[src/hdl/agu_config.svh]
`ifndef AGU_CONFIG_SVH
`define AGU_CONFIG_SVH

// data path and virtual address width
`define AGU_XLEN 32

// width of the offset field in the instruction
`define AGU_OFFSET_W 16

// reorder buffer tag
`define AGU_ROB_W 4

// physical register number
`define AGU_DEST_W 6

// address error exception codes
`define AGU_EXC_ADEL 5'd4
`define AGU_EXC_ADES 5'd5

// entries in each skid queue
`define AGU_QUEUE_DEPTH 2

// operations accepted from issue but not yet consumed as results
`define AGU_CREDIT_LIMIT 2

`endif

[src/hdl/agu_pkg.sv]
`include "agu_config.svh"

package agu_pkg;

    // kept load and store operations
    typedef enum logic [2:0] {
        OP_LB,
        OP_LBU,
        OP_LH,
        OP_LHU,
        OP_LW,
        OP_SB,
        OP_SH,
        OP_SW
    } mem_op_t;

    // one operation as it leaves issue
    typedef struct packed {
        mem_op_t                   op;
        logic [`AGU_XLEN-1:0]      base;
        logic [`AGU_OFFSET_W-1:0]  offset;
        logic [`AGU_XLEN-1:0]      store_value;
        logic [`AGU_DEST_W-1:0]    dest;
        logic [`AGU_ROB_W-1:0]     rob_tag;
    } mem_issue_t;

    // data cache request fields
    typedef struct packed {
        logic                  wr;
        logic [2:0]            size;
        logic [3:0]            wstrb;
        logic [`AGU_XLEN-1:0]  addr;
        logic [`AGU_XLEN-1:0]  wdata;
    } dcache_req_t;

    typedef struct packed {
        logic                  ex;
        logic [4:0]            exccode;
        logic [`AGU_XLEN-1:0]  badvaddr;
    } mem_exc_t;

    // what completion still needs once the request is on the bus
    typedef struct packed {
        mem_op_t                 op;
        logic [1:0]              addr_lo;
        logic [`AGU_DEST_W-1:0]  dest;
        logic [`AGU_ROB_W-1:0]   rob_tag;
        mem_exc_t                exc;
    } pending_op_t;

    // finished operation, in issue order
    typedef struct packed {
        logic [`AGU_ROB_W-1:0]   rob_tag;
        logic [`AGU_DEST_W-1:0]  dest;
        logic                    rf_we;
        logic [`AGU_XLEN-1:0]    value;
        mem_exc_t                exc;
    } mem_result_t;

endpackage

[src/hdl/skid_queue.sv]
`timescale 1ns/1ns
`include "agu_config.svh"

module skid_queue #(
    parameter type payload_t = logic [31:0]
) (
    input  logic     clk,
    input  logic     reset,

    input  logic     in_valid,
    output logic     in_ready,
    input  payload_t in_data,

    output logic     out_valid,
    input  logic     out_pop,
    output payload_t out_data
);

    typedef enum logic [1:0] {
        EMPTY,
        ONE,
        TWO
    } q_state_t;

    q_state_t state, state_next;
    payload_t head_q, back_q;
    logic     push, pop;

    if (`AGU_QUEUE_DEPTH != 2) begin : g_depth_check
        $error("skid_queue is built for exactly two entries");
    end

    assign in_ready  = state != TWO;
    assign out_valid = state != EMPTY;
    assign out_data  = head_q;

    assign push = in_valid && in_ready;
    assign pop  = out_pop && out_valid;

    always_comb begin
        state_next = state;
        unique case (state)
            EMPTY: state_next = push ? ONE : EMPTY;
            ONE:   state_next = (push && !pop) ? TWO : ((pop && !push) ? EMPTY : ONE);
            TWO:   state_next = pop ? ONE : TWO;
            default: state_next = EMPTY;
        endcase
    end

    always_ff @(posedge clk) begin
        if (reset) begin
            state <= EMPTY;
        end else begin
            state <= state_next;
        end
    end

    // head takes the input directly when it would otherwise go empty
    always_ff @(posedge clk) begin
        if ((state == EMPTY && push) || (state == ONE && push && pop)) begin
            head_q <= in_data;
        end else if (state == TWO && pop) begin
            head_q <= back_q;
        end

        if (state == ONE && push && !pop) begin
            back_q <= in_data;
        end
    end

    // the head waits unchanged until it is popped
    a_head_holds: assert property (@(posedge clk) disable iff (reset)
        (out_valid && !out_pop) |=> (out_valid && $stable(out_data)))
        else $error("skid_queue head changed before it was popped");

    a_no_pop_empty: assert property (@(posedge clk) disable iff (reset)
        out_pop |-> out_valid)
        else $error("skid_queue popped while empty");

endmodule

[src/hdl/credit_counter.sv]
`timescale 1ns/1ns
`include "agu_config.svh"

module credit_counter (
    input  logic clk,
    input  logic reset,

    input  logic take,
    input  logic give,
    output logic grant
);

    localparam int LIMIT = `AGU_CREDIT_LIMIT;
    localparam int CNT_W = $clog2(LIMIT + 1);

    logic [CNT_W-1:0] count;

    // room for one more operation in the result path
    assign grant = count < CNT_W'(LIMIT);

    always_ff @(posedge clk) begin
        if (reset) begin
            count <= '0;
        end else if (take && !give) begin
            count <= count + 1'b1;
        end else if (give && !take && count != '0) begin
            count <= count - 1'b1;
        end
    end

    // take is only raised by dispatch while grant is high
    a_count_limit: assert property (@(posedge clk) disable iff (reset)
        count <= CNT_W'(LIMIT))
        else $error("credit count above limit");

endmodule

[src/hdl/mem_access_format.sv]
`timescale 1ns/1ns
`include "agu_config.svh"

module mem_access_format
    import agu_pkg::*;
(
    input  mem_issue_t  op_in,
    output dcache_req_t req,
    output pending_op_t pend
);

    logic [`AGU_XLEN-1:0] addr;
    logic [`AGU_XLEN-1:0] offset_ext;
    logic [1:0]           lo;
    logic                 is_store;
    logic                 is_byte;
    logic                 is_half;
    logic                 misaligned;

    assign offset_ext = {{(`AGU_XLEN - `AGU_OFFSET_W){op_in.offset[`AGU_OFFSET_W-1]}},
                         op_in.offset};
    assign addr = op_in.base + offset_ext;
    assign lo   = addr[1:0];

    assign is_store = op_in.op inside {OP_SB, OP_SH, OP_SW};
    assign is_byte  = op_in.op inside {OP_LB, OP_LBU, OP_SB};
    assign is_half  = op_in.op inside {OP_LH, OP_LHU, OP_SH};

    // words need both low bits clear, halfwords only bit 0
    assign misaligned = (is_half && lo[0])
                     || (!is_byte && !is_half && lo != 2'b00);

    always_comb begin
        req.wr   = is_store;
        req.addr = addr;
        if (is_byte) begin
            req.size  = 3'd0;
            req.wstrb = 4'b0001 << lo;
            req.wdata = {4{op_in.store_value[7:0]}};
        end else if (is_half) begin
            req.size  = 3'd1;
            req.wstrb = 4'b0011 << lo;
            req.wdata = {2{op_in.store_value[15:0]}};
        end else begin
            req.size  = 3'd2;
            req.wstrb = 4'b1111;
            req.wdata = op_in.store_value;
        end
        // loads put nothing on the write data lanes
        if (!is_store) begin
            req.wdata = '0;
        end
    end

    always_comb begin
        pend.op       = op_in.op;
        pend.addr_lo  = lo;
        pend.dest     = op_in.dest;
        pend.rob_tag  = op_in.rob_tag;
        pend.exc      = '0;
        if (misaligned) begin
            pend.exc.ex       = 1'b1;
            pend.exc.exccode  = is_store ? `AGU_EXC_ADES : `AGU_EXC_ADEL;
            pend.exc.badvaddr = addr;
        end
    end

endmodule

[src/hdl/load_align.sv]
`timescale 1ns/1ns
`include "agu_config.svh"

module load_align
    import agu_pkg::*;
(
    input  pending_op_t          pend,
    input  logic [`AGU_XLEN-1:0] rdata,
    output mem_result_t          result
);

    logic [7:0]  byte_sel;
    logic [15:0] half_sel;
    logic        is_load;

    // lane picked by the low address bits
    always_comb begin
        unique case (pend.addr_lo)
            2'd0: byte_sel = rdata[7:0];
            2'd1: byte_sel = rdata[15:8];
            2'd2: byte_sel = rdata[23:16];
            default: byte_sel = rdata[31:24];
        endcase
    end

    assign half_sel = pend.addr_lo[1] ? rdata[31:16] : rdata[15:0];

    assign is_load = pend.op inside {OP_LB, OP_LBU, OP_LH, OP_LHU, OP_LW};

    always_comb begin
        result.rob_tag = pend.rob_tag;
        result.dest    = pend.dest;
        result.exc     = pend.exc;
        result.rf_we   = is_load && !pend.exc.ex;
        result.value   = '0;
        if (result.rf_we) begin
            unique case (pend.op)
                OP_LB:   result.value = {{(`AGU_XLEN - 8){byte_sel[7]}}, byte_sel};
                OP_LBU:  result.value = {{(`AGU_XLEN - 8){1'b0}}, byte_sel};
                OP_LH:   result.value = {{(`AGU_XLEN - 16){half_sel[15]}}, half_sel};
                OP_LHU:  result.value = {{(`AGU_XLEN - 16){1'b0}}, half_sel};
                default: result.value = rdata;
            endcase
        end
    end

endmodule

[src/hdl/mem_unit.sv]
`timescale 1ns/1ns
`include "agu_config.svh"

module mem_unit
    import agu_pkg::*;
(
    input  logic                 clk,
    input  logic                 reset,

    // issue side
    input  logic                 issue_valid,
    output logic                 issue_allowin,
    input  mem_issue_t           issue,

    // data cache bus
    output logic                 dcache_req,
    output dcache_req_t          dcache,
    input  logic                 dcache_addr_ok,
    input  logic                 dcache_data_ok,
    input  logic [`AGU_XLEN-1:0] dcache_rdata,

    // in-order result stream
    output logic                 result_valid,
    input  logic                 result_ready,
    output mem_result_t          result
);

    mem_issue_t  iq_head;
    logic        iq_valid;
    logic        iq_pop;

    dcache_req_t fmt_req;
    pending_op_t fmt_pend;

    pending_op_t pend_head;
    logic        pend_valid;
    logic        pend_in_ready;

    mem_result_t done_result;
    logic        res_in_ready;
    logic        res_take;

    logic        grant;
    logic        dispatch_go;
    logic        exc_move;
    logic        complete;

    skid_queue #(.payload_t(mem_issue_t)) issue_q (
        .clk,
        .reset,
        .in_valid  (issue_valid),
        .in_ready  (issue_allowin),
        .in_data   (issue),
        .out_valid (iq_valid),
        .out_pop   (iq_pop),
        .out_data  (iq_head)
    );

    mem_access_format u_format (
        .op_in (iq_head),
        .req   (fmt_req),
        .pend  (fmt_pend)
    );

    credit_counter u_credit (
        .clk,
        .reset,
        .take  (iq_pop),
        .give  (res_take),
        .grant
    );

    // dispatch
    assign dispatch_go = iq_valid && grant && pend_in_ready;

    // an address error waits until nothing is outstanding on the bus
    assign exc_move = dispatch_go && fmt_pend.exc.ex && !pend_valid;

    assign dcache_req = dispatch_go && !fmt_pend.exc.ex;
    assign dcache     = fmt_req;

    assign iq_pop = exc_move || (dcache_req && dcache_addr_ok);

    skid_queue #(.payload_t(pending_op_t)) pend_q (
        .clk,
        .reset,
        .in_valid  (iq_pop),
        .in_ready  (pend_in_ready),
        .in_data   (fmt_pend),
        .out_valid (pend_valid),
        .out_pop   (complete),
        .out_data  (pend_head)
    );

    // completion
    assign complete = pend_valid && (pend_head.exc.ex || dcache_data_ok);

    load_align u_align (
        .pend   (pend_head),
        .rdata  (dcache_rdata),
        .result (done_result)
    );

    skid_queue #(.payload_t(mem_result_t)) res_q (
        .clk,
        .reset,
        .in_valid  (complete),
        .in_ready  (res_in_ready),
        .in_data   (done_result),
        .out_valid (result_valid),
        .out_pop   (res_take),
        .out_data  (result)
    );

    assign res_take = result_valid && result_ready;

    // data_ok belongs to the oldest accepted request
    a_data_ok_head: assert property (@(posedge clk) disable iff (reset)
        dcache_data_ok |-> (pend_valid && !pend_head.exc.ex))
        else $error("data_ok without a pending bus request at the head");

    // credits guarantee the result queue has room
    a_res_room: assert property (@(posedge clk) disable iff (reset)
        complete |-> res_in_ready)
        else $error("completion with a full result queue");

endmodule

[config.mk]
export PLATFORM = sky130hd
export DESIGN_NAME = mem_unit
export DESIGN_NICKNAME = d
export VERILOG_FILES = /design/src/hdl/agu_pkg.sv /design/src/hdl/skid_queue.sv /design/src/hdl/credit_counter.sv /design/src/hdl/mem_access_format.sv /design/src/hdl/load_align.sv /design/src/hdl/mem_unit.sv
export VERILOG_INCLUDE_DIRS = /design/src /design/src/hdl
export SDC_FILE = /design/constraint.sdc
export NUM_CORES = 1
export LEC_CHECK = 0
export ABC_AREA = 1
export CAP_MARGIN = 20
export CORE_ASPECT_RATIO = 0.9
export CORE_MARGIN = 4
export CORE_UTILIZATION = 55
export CTS_CLUSTER_SIZE = 28
export DETAILED_ROUTE_END_ITERATION = 8
export DONT_BUFFER_PORTS = 1
export PLACE_DENSITY_LB_ADDON = 0.12
export SLEW_MARGIN = 10
export SYNTH_ARGS = -nofsm -noshare
export SYNTH_HDL_FRONTEND = slang
export SYNTH_SLANG_ARGS = --single-unit
export TNS_END_PERCENT = 1
[constraint.sdc]
create_clock -name clk -period 10.1 [get_ports clk]
set_input_delay 0 -clock clk [delete_from_list [all_inputs] [get_ports clk]]
set_output_delay 0 -clock clk [all_outputs]
set_load 0.02 [all_outputs]
# Word-level counts from Yosys, hierarchy flattened
# Cells that the tools add are included.
# op_classes
add_sub_neg,3
n_mul,0
bitwise,0
div,0
mux,34
eq_ne,21
magnitude_cmp,1
n_reduce_logical,80
shift,2
# op_table
op,n
93-bit 2-to-1 mux,2
81-bit 2-to-1 mux,2
32-bit 2-to-1 mux,4
32-bit case mux with 4 select lines,1
53-bit 2-to-1 mux,2
1-bit logical AND,42
38-bit 2-to-1 mux,1
32-bit adder,1
8-bit case mux with 3 select lines,1
2-bit case mux with 3 select lines,3
2-bit nonzero test,9
16-bit 2-to-1 mux,1
2-bit 2-to-1 mux,8
1-bit zero test,13
3-bit by 2-bit == test with 1-bit output (second input constant),4
3-bit == test (second input constant),4
3-bit nonzero test,3
2-bit by 1-bit == test with 1-bit output (second input constant),4
2-bit == test (second input constant),4
2-bit zero test,4
1-bit 2-to-1 mux,7
7-bit 2-to-1 mux,1
3-bit by 1-bit == test with 1-bit output (second input constant),2
3-bit zero test,2
9 further kinds,16
# word_totals
ram_bits,0
register_bits,462
latch_bits,0
output_inout_bits,156
memories,0
input_bits,131
mem_bits_ro,0

# Longest topological paths before layout
# Gate-level depths: netlist of run 1.
# logic_depth
depth_word,17
depth_mapped,15
ltp_nobuf,15

# Cells and area by module
# From an unflattened synthesis of run 1, not the netlist that was laid out.
# unflattened
cells_unflattened,2252
hier_area_um2,22122.5
# by_module_without_submodules
module,instances,seq_area_each_um2,area_per_inst_um2,cells_each
skid_queue at issue_q,1,5625.4,7056.8,519
skid_queue at res_q,1,4904.7,6163.4,455
skid_queue at pend_q,1,3223.1,4082.7,304
mem_access_format,1,0.0,3329.4,694
load_align,1,0.0,1320.0,247
credit_counter,1,40.0,122.6,22
mem_unit,1,0.0,47.5,11

# Worst setup path after synthesis of run 1
# OpenSTA, ideal clock, no wires.
# synth_timing
path_type,reg-to-reg
from,reg pend_q.state[1]
to,reg res_q.back_q[0] in the netlist's numbering (enable)
arrival_time_ps,8006
t_required_ps,9398
path_stages_with_launch,5
n_path_buf,0
setup_ps,702
slack_ps,1392
period_less_slack_ps,8708
cell_sequence,dfxtp_1 > nor2_1 > nor2_4 > inv_1 > nor4_1
# synth_between
elab_chain_len,5
# synth_lines
item,line,text
"start, declared",skid_queue.sv:25,"q_state_t state, state_next;"
"start signal, assigned",skid_queue.sv:54,state <= state_next;
2-bit nonzero test,skid_queue.sv:34,assign out_valid = state != EMPTY;
1-bit logical AND,mem_unit.sv:96,assign complete = pend_valid && (pend_head.exc.ex || dcache_data_ok);
1-bit logical AND,skid_queue.sv:37,assign push = in_valid && in_ready;
1-bit logical AND (2 in a row),skid_queue.sv:66,if (state == ONE && push && !pop) begin
"end signal, assigned",skid_queue.sv:67,back_q <= in_data;
"end, declared",skid_queue.sv:26,"payload_t head_q, back_q;"
# Every way passes these cells.
# A chain may end at the register's enable or synchronous reset.

# Worst setup path in the final report of run 1
# layout_timing
from,"reg issue_q.head_q, in the netlist issue_q.out_data[42]"
to,reg issue_q.back_q[39] in the netlist's numbering (enable)
# layout_between
elab_chain_len,12
word_cells_on_any_way,15
classes_between,add/sub: 1; mux: 1; reduce/logical: 13
# layout_lines
item,line,text
"start, declared",skid_queue.sv:26,
"start signal, assigned",skid_queue.sv:61,head_q <= in_data;
"start signal, assigned",skid_queue.sv:63,head_q <= back_q;
32-bit adder *,mem_access_format.sv:22,assign addr = op_in.base + offset_ext;
2-bit nonzero test,mem_access_format.sv:31,|| (!is_byte && !is_half && lo != 2'b00);
1-bit logical AND,mem_access_format.sv:31,
1-bit logical OR *,mem_access_format.sv:31,
38-bit 2-to-1 mux *,mem_access_format.sv:61,if (misaligned) begin
1-bit zero test,mem_unit.sv:79,assign dcache_req = dispatch_go && !fmt_pend.exc.ex;
1-bit logical AND,mem_unit.sv:79,
1-bit logical AND,mem_unit.sv:82,assign iq_pop = exc_move || (dcache_req && dcache_addr_ok);
1-bit logical OR *,mem_unit.sv:82,
1-bit logical AND *,skid_queue.sv:38,assign pop = out_pop && out_valid;
1-bit zero test *,skid_queue.sv:66,
1-bit logical AND *,skid_queue.sv:66,
"end signal, assigned",skid_queue.sv:67,
"end, declared",skid_queue.sv:26,
# Mark *: on every way between the ends. The rest lies on a longest branch, timed or not.

==> qor.yml, run 1 <==
outcome:
  run_status: "finished, final reports clean"
min_path:
  hp-class: "in -> reg"
  hold-path-endpoint: "res_q.out_data[73]$_DFFE_PP_"
  hold_path.startpoint: "result_ready"
  min_path_cells: 4
synthesis:
  synth_cell_types: 44
  synth-async-reset-ratio: 0
  synthMostInstantiatedCell: "nand2_1"
  synth_xor_xnor_area_share: 0.004221
  ys_ff_latch: 446
  yosys_warnings: 0
  seq_area_frac_synth: 0.6416
  yosysTopAreaCellShare: 0.6339
  synth.avg_cell_area_sq_um: 9.683
  synth_area_leaders: "edfxtp_1, nand2_1, inv_1"
  synth_top_family_by_area: "simple AND/OR/NAND/NOR gates"
  synthAdderAreaFrac: 0.02328
  netlist_area_sq_um: 20750
  synth_compound_area_frac: 0.04366
  synth-edff-count: 438
  synth_mux_area_frac: 0
  syn_inst: 2143
  ys.flop_type: "edfxtp_1"
  synth_common_cells: "nand2_1, edfxtp_1, inv_1, nor2_1, a21oi_1"
  yosysTopAreaCell: "edfxtp_1"
  yosys.area_share.simple: 0.2298
worst_setup_path:
  r2r_cells: 11
  rr_endpoint: "issue_q.back_q[39]$_DFFE_PP_"
  r2r_slack_ns: 6.27
  cp_cell_sequence: "ha_1, inv_1, fa_1, ha_1, inv_1, nand3_2, nand2_4, nand3_4, nand2_4, nor2_4, buf_4"
  worstSetupStartpoint: "issue_q.out_data[42]$_DFFE_PP_"
  slowest_stage: "buf_4"
  slowest_delay_ns: 0.78
  path_class: "reg -> reg"
  cp-end-kind: "flop"
  crit_arrival_ns: 4.01
  crit_required_ns: 10.28
  cp-start-kind: "flop"
  crit_fanout: 65
  r2r_start: "issue_q.out_data[42]$_DFFE_PP_"
sta:
  hold_viol: 0
  maxSlewHeadroom: 0.2858
  setup_violations: 0
  min_period_ns: 3.834
  period_share: 0.3796
  worst_slew_pin_slew_ns: 1.071
  drv_slew: 0
  whs_ns: 0.08202
  finClkSkew_ns: 0.02060
  max_freq_ghz: 0.2608
  timing.final.ws_setup_ns: 6.266
  rsz0062_at_grt: "no"
  tns_ns: 0
clock_network:
  clk_path_buf_depth: 3
  cts_resized: 0
  numCtsBuffers: 46
  clock-sinks: 446
  ctsHoldBuffers: 136
  post_cts_buffers: 0
  cts_tree: "done"
  cts.clk_slew.worst_paths_ns: 0.06
  insertion_delay_ns: 0.56
  h-tree-depth: 2
  root_buffer: "clkbuf_16"
global_routing:
  antenna_found_initial: 1
  grt_max_degree: 83
  first_global_vias: 14380
  grt_usage: 0.2450
  grt_first_pass_wirelength_um: 78970
  gr-total-overflow: 0
final_layout:
  area_growth_pct: 16.01
  fillers: 3013
  fin_nets: 2436
  fin_util: 0.6467
  drive_above_1_share: 0.05517
  fin_cells: 2786
drt:
  drtIter0Drc: 1164
  first_pass_iters: 5
  drc_errors: 0
  drt-wirelength-per-cell_um: 18.17
  num_vias: 14760
  drt_wl_total_um: 50620
  viasPerCell: 5.299
  drtAntennaViolNets: 0
floorplanning:
  dieHeight_um: 192.3
  row_count: 67
  initial_core_util: 0.5575
  io_pins: 287
  dieWidth_um: 212.7
  coreArea_sq_um: 37220
  die-area_sq_um: 40900
job:
  drv_cap: 0
power:
  swShare: 0.3430
  p_leak_nw: 10.27
  p_sw_mw: 1.976
  ir_worst_vdd_mv: 0.1908
  p_comb_frac: 0.265
  p_clk_frac: 0.295
  p_int_mw: 3.784
  pwr-share-seq: 0.440
  power_density_nw_per_um2: 239.3
placed_design:
  finalWeightedCongestion: 0.8958
  io_buffers: 0
  dp_slack_ns: 5.966
  post-place-cells: 2564
  dp_hpwl_um: 34660
## cell type report
cell class / instances / area [sq um] / area share
Antenna cell: 1 / 2.502 / 0.0001040
Clock buffer: 56 / 1240 / 0.05151
Clock inverter: 27 / 277.8 / 0.01154
Inverter: 206 / 773.2 / 0.03212
Multi-Input combinational cell: 1414 / 6327 / 0.2629
Sequential cell: 446 / 13310 / 0.5530
Tap cell: 483 / 604.3 / 0.02511
Timing Repair Buffer: 153 / 1534 / 0.06372
## cell usage in the layout, fill, tap and decap left out, types with 9 or more instances in the layout
cell / instances
inv_2: 10
clkinv_2: 11
nand2_1: 921
inv_1: 194
clkinv_1: 11
edfxtp_1: 438
buf_4: 13
clkbuf_16: 47
a31oi_1: 9
nor3_1: 9
nand4_1: 23
ha_1: 37
o21ai_0: 58
a21oi_1: 79
dlygate4sd3_1: 136
nor2_1: 143
nand3_1: 70
## stage by stage
step	area, sq um	power, mW
5_1_grt	24070	6.072
2_1_floorplan	20760	3.640
3_5_place_dp	21160	4.024
4_1_cts	24030	5.791
3_3_place_gp	21120	3.989
6_report	24070	5.759
## kinds of logic after synthesis
group,count (synthesis)
AND/OR/NAND/NOR,1195
flip-flops,446
buffers and inverters,286
AO/OA/AOI/OAI,167
adder cells (fa/ha/maj),38
XOR/XNOR,10
other,1
## power by group through the flow
stage | Clock [mW] | Sequential, mW | Combinational (mW)
2_1_floorplan | 0 | 2.55 | 1.09
3_3_place_gp | 0 | 2.57 | 1.42
3_5_place_dp | 0 | 2.57 | 1.45
4_1_cts | 1.74 | 2.53 | 1.52
5_1_grt | 1.81 | 2.55 | 1.71
6_report | 1.70 | 2.53 | 1.53
## worst max-delay path by stage
stage / end / slack [ns] / cells after the start
floorplan: res_q.back_q[0]$_DFFE_PP_ / 1.39 / 4
CTS: pend_q.back_q[5]$_DFFE_PP_ / 5.95 / 12
global placement: pend_q.back_q[6]$_DFFE_PP_ / 6.14 / 12
detailed placement: pend_q.back_q[5]$_DFFE_PP_ / 5.97 / 12
finish: issue_q.back_q[39]$_DFFE_PP_ / 6.27 / 11
global route: issue_q.back_q[50]$_DFFE_PP_ / 5.99 / 11
## state kept, by name, summed over array words and instances (netlist names)
register	count
u_credit.count	2
pend_q.state	2
pend_q.back_q	49
res_q.state	2
issue_q.out_data	93
issue_q.back_q	93
res_q.back_q	77
res_q.out_data	77
pend_q.out_data	49
issue_q.state	2
## critical path: cells and delay by family (launching register included)
family        cells  cell delay, ns
fa+ha+maj         3            1.03
simple gates      5            1.13
flops             1            0.32
buf+inv           3            0.90
## metal layers
layer	wire length (um)	global-route usage	vias up	share of wire
met3	4193	0.05998	95	0.083
li1	-	-	7283	-
met2	22490	0.3719	552	0.44
met1	22480	0.3525	6833	0.44
met5	0	0	-	0
met4	1461	0.07828	0	0.029
(Power assumes the default switching activity.)
==> run 2: changes to the inputs <==
- ABC_AREA: 1 -> 0
- clock period: 10.1 -> 3.82 ns (I/O delays scaled with it)
==> run 2 against run 1 <==
Net effect: clock-buffer cell count is 1 higher; wire length is 12% lower; via count is 17% lower; critical path depth is 1 lower; sequential share of layout area is 1.1 points higher; area after synthesis is 2.9% lower; largest cell class unchanged; utilization is 0.58 points higher; highest routed layer is now met5; synthesized cell count is 30% lower; non-clock buffer count is 16 higher; first-iteration DRC count is 10% lower; largest power group unchanged; critical endpoint is now dcache[56]; sequential power grew to 2.9 times the previous value.
==> qor.yml, run 2 <==
outcome:
  run_status: "finished, final reports clean"
worst_setup_path:
  slowest_delay_ns: 0.53  # -0.25 ns
  cp_cell_sequence: "ha_2, inv_2, fa_2, nand2b_1, a21oi_1, o21ai_0, o31ai_2, a21oi_1, o311ai_2, buf_4"
  crit_buf_inv: 2  # -1
  cp-end-kind: "output pin"
  crit_required_ns: 3.82  # -6.46 ns
  crit_fanout: 5  # -92%
  cp_top_family: "compound AO/OA/AOI/OAI gates"
  critPathMostFrequentCell: "a21oi_1"
  path_class: "reg -> out"
  slowest_stage: "o31ai_2"
  crit_arrival_ns: 3.63  # -0.38 ns
  cp-start-kind: "flop"
final_layout:
  fin_cells: 2163  # -22%
  area_growth_pct: 17.11
  layout_commonest_cell: "edfxtp_1"
  drive_above_1_share: 0.1649  # +0.1097
  layout_common_cells: "edfxtp_1, nand2_1, dlygate4sd3_1"
  fin_nets: 1824  # -25%
  fin_util: 0.6525  # +0.005785
  fillers: 2656  # -12%
  regArea_sq_um: 13310  # unchanged
  multi_input_area_sq_um: 6374  # +0.73%
synthesis:
  ys.flop_type: "edfxtp_1"
  netlist_area_sq_um: 20150  # -2.9%
  yosys_warnings: 0  # unchanged
  synthMostInstantiatedCell: "edfxtp_1"
  synth-edff-count: 438  # unchanged
  synth_area_leaders: "edfxtp_1, nand2_1, mux2_2"
  yosysTopAreaCellShare: 0.6526  # +0.01877
  synth-async-reset-ratio: 0  # unchanged
  synth.avg_cell_area_sq_um: 13.35  # +38%
  syn_inst: 1510  # -30%
  ys_ff_latch: 446  # unchanged
  yosysTopAreaCell: "edfxtp_1"
  seq_area_frac_synth: 0.6606  # +0.01900
  synth_common_cells: "edfxtp_1, nand2_1, a21oi_1, mux2_2, nor2_1"
  synth_cell_types: 73  # +66%
floorplanning:
  row_count: 66  # -1.5%
  initial_core_util: 0.5572  # about the same
  coreArea_sq_um: 36170  # -2.8%
  dieHeight_um: 189.6  # -1.4%
  die-area_sq_um: 39770  # -2.8%
  io_pins: 287  # unchanged
  dieWidth_um: 209.8  # -1.4%
sta:
  period_share: 0.9492
  maxSlewHeadroom: 0.3014  # +0.01563
  min_period_ns: 3.626
  rsz0062_at_grt: "no"
  finClkSkew_ns: 0.02341  # +0.002814 ns
  setup_violations: 0  # unchanged
  max_freq_ghz: 0.2758
  worst_slew_pin_slew_ns: 1.040  # -0.03092 ns
  drv_slew: 0  # unchanged
  whs_ns: 0.03280  # -0.04922 ns
  hold_viol: 0  # unchanged
  timing.final.ws_setup_ns: 0.1942  # -6.072 ns
power:
  power_mw: 16.75  # +190%
  p_leak_nw: 8.783  # -14%
  ir_worst_vdd_mv: 0.5408  # +180%
  power_density_nw_per_um2: 709.8  # +200%
drt:
  num_vias: 12220  # -17%
  drtAntennaViolNets: 0  # unchanged
  first_pass_iters: 5  # unchanged
  drt_wl_total_um: 44520  # -12%
  drt-wirelength-per-cell_um: 20.58  # +13%
  drtIter0Drc: 1044  # -10%
  viasPerCell: 5.650  # +6.6%
  drc_errors: 0  # unchanged
clock_network:
  root_buffer: "clkbuf_16"
  cts_tree: "done"
  insertion_delay_ns: 0.56  # about the same
  clock-sinks: 446  # unchanged
  h-tree-depth: 2  # unchanged
  clk_path_buf_depth: 3  # unchanged
  cts.clk_slew.worst_paths_ns: 0.06  # about the same
  numCtsBuffers: 46  # unchanged
job:
  drv_cap: 0  # unchanged
placed_design:
  io_buffers: 0  # unchanged
  post-place-cells: 1952  # -24%
  dp_hpwl_um: 29950  # -14%
  finalWeightedCongestion: 0.9069  # +1.2%
  dp_slack_ns: 0.2624  # -5.704 ns
global_routing:
  grtUsageMet1: 0.3228  # -0.02975
  grtUsageMet3: 0.06101  # +0.001025
  first_global_vias: 12090  # -16%
  antenna_found_initial: 4  # +3
  grt_max_degree: 94  # +13%
  gr-total-overflow: 0  # unchanged
  use_met2: 0.3333  # -0.03862
  grt_first_pass_wirelength_um: 70180  # -11%
  grt_usage: 0.2211  # -0.02390
  grt.busiest_layer: "met2"
min_path:
  hp-class: "in -> reg"
-- run 2: cell count changes after synthesis, sizes merged, moves of 25 or more --
| cell | before | now |
|---|---|---|
| inv | 204 | 52 |
| nand3 | 74 | 14 |
| a21oi | 81 | 106 |
| and2 | 1 | 37 |
| nand2 | 931 | 279 |
| nor2 | 147 | 69 |
| mux2 | 0 | 142 |
-- run 2: metal layers --
layer,up-vias,wire (um)
met3,72,3597
met5,-,27
met2,453,20140
met1,5870,19840
met4,6,922
li1,5819,-
-- run 2: cells by family after synthesis --
kind of cell | Yosys count | synth area share
AO/OA/AOI/OAI | 258 | 0.07916
XOR/XNOR | 22 | 0.009561
adder cells (fa/ha/maj) | 38 | 0.02396
buffers and inverters | 128 | 0.02893
flip-flops | 446 | 0.6606
multiplexers | 153 | 0.09642
other | 1 | 0.0001861
AND/OR/NAND/NOR | 464 | 0.1012
-- run 2: stage by stage --
step / instance area [sq um] / TNS (ns)
after floorplan: 20230 / -60.44
after global placement: 20850 / 0
after detailed placement: 20850 / 0
after CTS: 23590 / 0
after global routing: 23600 / 0
final: 23600 / 0
-- run 2: cell type report --
type | instances | share of cell area
clock inverter | 22 | 0.008376
clock buffer | 57 | 0.05185
tap | 476 | 0.02523
timing repair buffer | 169 | 0.07189
sequential | 446 | 0.5641
inverter | 53 | 0.008429
antenna | 1 | 0.0001060
multi-input combinational | 939 | 0.2701
-- run 2: worst paths after layout --
kind                             startpoint                              to  slack, ns  cells past startpoint
min                         dcache_rdata[1]      res_q.back_q[39]$_DFFE_PP_       0.03                      4
max          issue_q.out_data[58]$_DFFE_PP_                      dcache[56]       0.19                     10
max reg2reg  issue_q.out_data[58]$_DFFE_PP_  issue_q.out_data[21]$_DFFE_PP_       0.27                     12
min reg2reg    pend_q.out_data[7]$_DFFE_PP_       res_q.back_q[7]$_DFFE_PP_       0.44                      0
-- run 2: power breakdown --
| part | switching (mW) | leakage [nW] | internal [mW] |
|---|---|---|---|
| Clock | 1.80 | 0.698 | 2.47 |
| Sequential | 0.626 | 4.12 | 6.60 |
| Combinational | 3.43 | 3.96 | 1.82 |
-- run 2: what timing repair did --
action                                 in CTS  in global routing
pin swaps                                   0                  1
resized for setup                           1                  3
setup buffers                               0                  0
hold buffers                              131                  0
endpoints found under the hold margin     275                  0
setup endpoints to repair                   1                  4
-- run 2: worst min-delay path, cell delays in order --
cell     delay, ns
mux2i_1       0.11
a21oi_1       0.08
o22ai_1       0.12
a21oi_1       0.11
==> run 3: changes to the inputs <==
- RECOVER_POWER: not set -> 50
==> run 3 against run 2 <==
Net effect: the run now ends with capacitance limit, slew limit left; sequential power about the same; final cell count unchanged; combinational power down 1%; utilization down 0.22 points; critical path depth unchanged; power down 0.33%; design area down 0.34%; register-to-register slack worse by 0.02 ns; clock power about the same; sequential share of layout area up 0.19 points; non-clock buffer count unchanged; first-iteration DRC count down 5.2%; highest routed layer unchanged.
==> qor.yml, run 3 (synthesis results as in run 2) <==
outcome:
  run_status: "finished, violations left"
  violations: "capacitance limit, slew limit"
worst_setup_path:
  cp-start-kind: "flop"
  r2r_start: "issue_q.out_data[58]$_DFFE_PP_"
  path_class: "reg -> out"
  r2r_slack_ns: 0.25  # -0.02 ns
  worstSetupStartpoint: "issue_q.out_data[58]$_DFFE_PP_"
  cp_cell_sequence: "ha_1, inv_2, fa_2, nand2b_1, a21oi_1, o21ai_0, o31ai_2, a21oi_1, o311ai_2, buf_4"
  critPathMostFrequentCell: "a21oi_1"
  r2r_cells: 11  # -1
  rr_endpoint: "pend_q.out_data[20]$_DFFE_PP_"
  crit_path_end: "dcache[56]"
  cp-end-kind: "output pin"
  slowest_stage: "o31ai_2"
  crit_arrival_ns: 3.62  # about the same
  crit_required_ns: 3.82  # about the same
  slowest_delay_ns: 0.53  # about the same
  crit_fanout: 5  # unchanged
global_routing:
  gr-total-overflow: 0  # unchanged
  first_global_vias: 12090  # unchanged
  grt_first_pass_wirelength_um: 70180  # unchanged
  grt_usage: 0.2211  # unchanged
  grt_max_degree: 94  # unchanged
  antenna_found_initial: 4  # unchanged
drt:
  num_vias: 12200  # -0.15%
  viasPerCell: 5.641  # -0.15%
  first_pass_iters: 5  # unchanged
  drt-wirelength-per-cell_um: 20.59  # about the same
  drt_wl_total_um: 44530  # about the same
  drtIter0Drc: 990  # -5.2%
  drtAntennaViolNets: 0  # unchanged
  drc_errors: 0  # unchanged
final_layout:
  layout_commonest_cell: "edfxtp_1"
  layout_common_cells: "edfxtp_1, nand2_1, dlygate4sd3_1"
  drive_above_1_share: 0.1548  # -0.01008
  final_area_sq_um: 23520  # -0.34%
  fillers: 2667  # +0.41%
  fin_nets: 1824  # unchanged
  area_growth_pct: 16.71
placed_design:
  io_buffers: 0  # unchanged
  finalWeightedCongestion: 0.9069  # unchanged
  dp_hpwl_um: 29950  # unchanged
  place_area_sq_um: 20850  # unchanged
clock_network:
  insertion_delay_ns: 0.56  # about the same
  cts_tree: "done"
  clock-sinks: 446  # unchanged
  clk_path_buf_depth: 3  # unchanged
  root_buffer: "clkbuf_16"
  post_cts_buffers: 0  # unchanged
  numCtsBuffers: 46  # unchanged
  h-tree-depth: 2  # unchanged
  cts.clk_slew.worst_paths_ns: 0.06  # about the same
power:
  ir_worst_vdd_mv: 0.5408  # about the same
  p_clk_frac: 0.256  # about the same
  power_density_nw_per_um2: 709.9  # about the same
  power_mw: 16.70  # -0.33%
  p_int_mw: 10.85  # -0.45%
  swShare: 0.3500  # +0.0007614
  p_comb_frac: 0.310  # -0.004
  pwr-share-seq: 0.433  # about the same
  p_leak_nw: 8.725  # -0.67%
  p_sw_mw: 5.844  # -0.12%
floorplanning:
  dieWidth_um: 209.8  # unchanged
  initial_core_util: 0.5572  # unchanged
  dieHeight_um: 189.6  # unchanged
  die-area_sq_um: 39770  # unchanged
  io_pins: 287  # unchanged
  row_count: 66  # unchanged
  coreArea_sq_um: 36170  # unchanged
sta:
  period_share: 0.9482  # -0.0009754
  rsz0062_at_grt: "no"
  hold_viol: 0  # unchanged
  max_freq_ghz: 0.2761  # +0.10%
  whs_ns: 0.002279  # -0.03052 ns
  drv_slew: 122  # +122
  tns_ns: 0  # unchanged
  min_period_ns: 3.622  # -0.003726 ns
  setup_violations: 0  # unchanged
  maxSlewHeadroom: -0.2255  # -0.5269
  worst_slew_pin_slew_ns: 1.838  # +0.7979 ns
  finClkSkew_ns: 0.02592  # +0.002504 ns
job:
  drv_cap: 2  # +2
min_path:
  hp-class: "in -> reg"
  min_path_cells: 4  # unchanged
run 3: how the worst min path moves through the flow:
stage / start / to / slack, ns
floorplan: issue[0] / issue_q.back_q[0]$_DFFE_PP_ / 0.1
global placement: reset / res_q.state[0]$_SDFF_PP0_ / 0.07
detailed placement: reset / pend_q.state[0]$_SDFF_PP0_ / 0.07
CTS: dcache_rdata[1] / res_q.back_q[39]$_DFFE_PP_ / 0.0002
global route: dcache_data_ok / res_q.state[0]$_SDFF_PP0_ / 0.02
finish: dcache_data_ok / res_q.state[0]$_SDFF_PP0_ / 0.002
run 3: metrics by stage:
| stage | setup WS (ns) | cells | utilization |
|---|---|---|---|
| after floorplan | -0.3301 | 1513 | - |
| after global placement | 0.3079 | 1952 | 0.5765 |
| after detailed placement | 0.2624 | 1952 | 0.5765 |
| after CTS | 0.004527 | 2162 | 0.6522 |
| after global routing | 0.01818 | 2163 | 0.6503 |
| final | 0.1979 | 2163 | 0.6503 |
run 3: cell type report:
type	instances	area [sq um]	share of cell area
flip-flops and latches	446	13310	0.5660
repair buffers	169	1644	0.06990
diodes	1	2.502	0.0001064
inverters	53	198.9	0.008458
clock inverters	22	197.7	0.008405
multi-input cells	939	6345	0.2698
well taps	476	595.6	0.02532
clock buffers	57	1224	0.05203
run 3: what timing repair did:
item | in CTS | in global routing
setup endpoints to repair | 1 | 4
gates resized for setup | 1 | 3
hold buffers | 131 | 0
pin swaps | 0 | 1
hold endpoints to repair | 275 | 0
run 3: metal layers:
| layer | track usage | wire, um | vias to the layer above |
|---|---|---|---|
| met5 | 0 | 27 | - |
| met4 | 0.05646 | 991 | 6 |
| met3 | 0.06101 | 3600 | 82 |
| met2 | 0.3333 | 20000 | 422 |
| met1 | 0.3228 | 19920 | 5867 |
| li1 | - | - | 5825 |
run 3: worst max-delay path, delay by kind of cell, from the launching register on:
kind | cells | cell delay, ns
compound gates | 5 | 1.67
simple gates | 1 | 0.18
fa+ha+maj | 2 | 0.59
flops | 1 | 0.33
buf+inv | 2 | 0.30
run 3: power by group through the flow:
stage	registers [mW]	logic, mW	clock network (mW)
2_1_floorplan	7.12	3.76	0
6_report	7.24	5.18	4.27
4_1_cts	7.23	5.23	4.37
3_3_place_gp	7.30	4.98	0
3_5_place_dp	7.33	5.06	0
5_1_grt	7.32	5.64	4.59
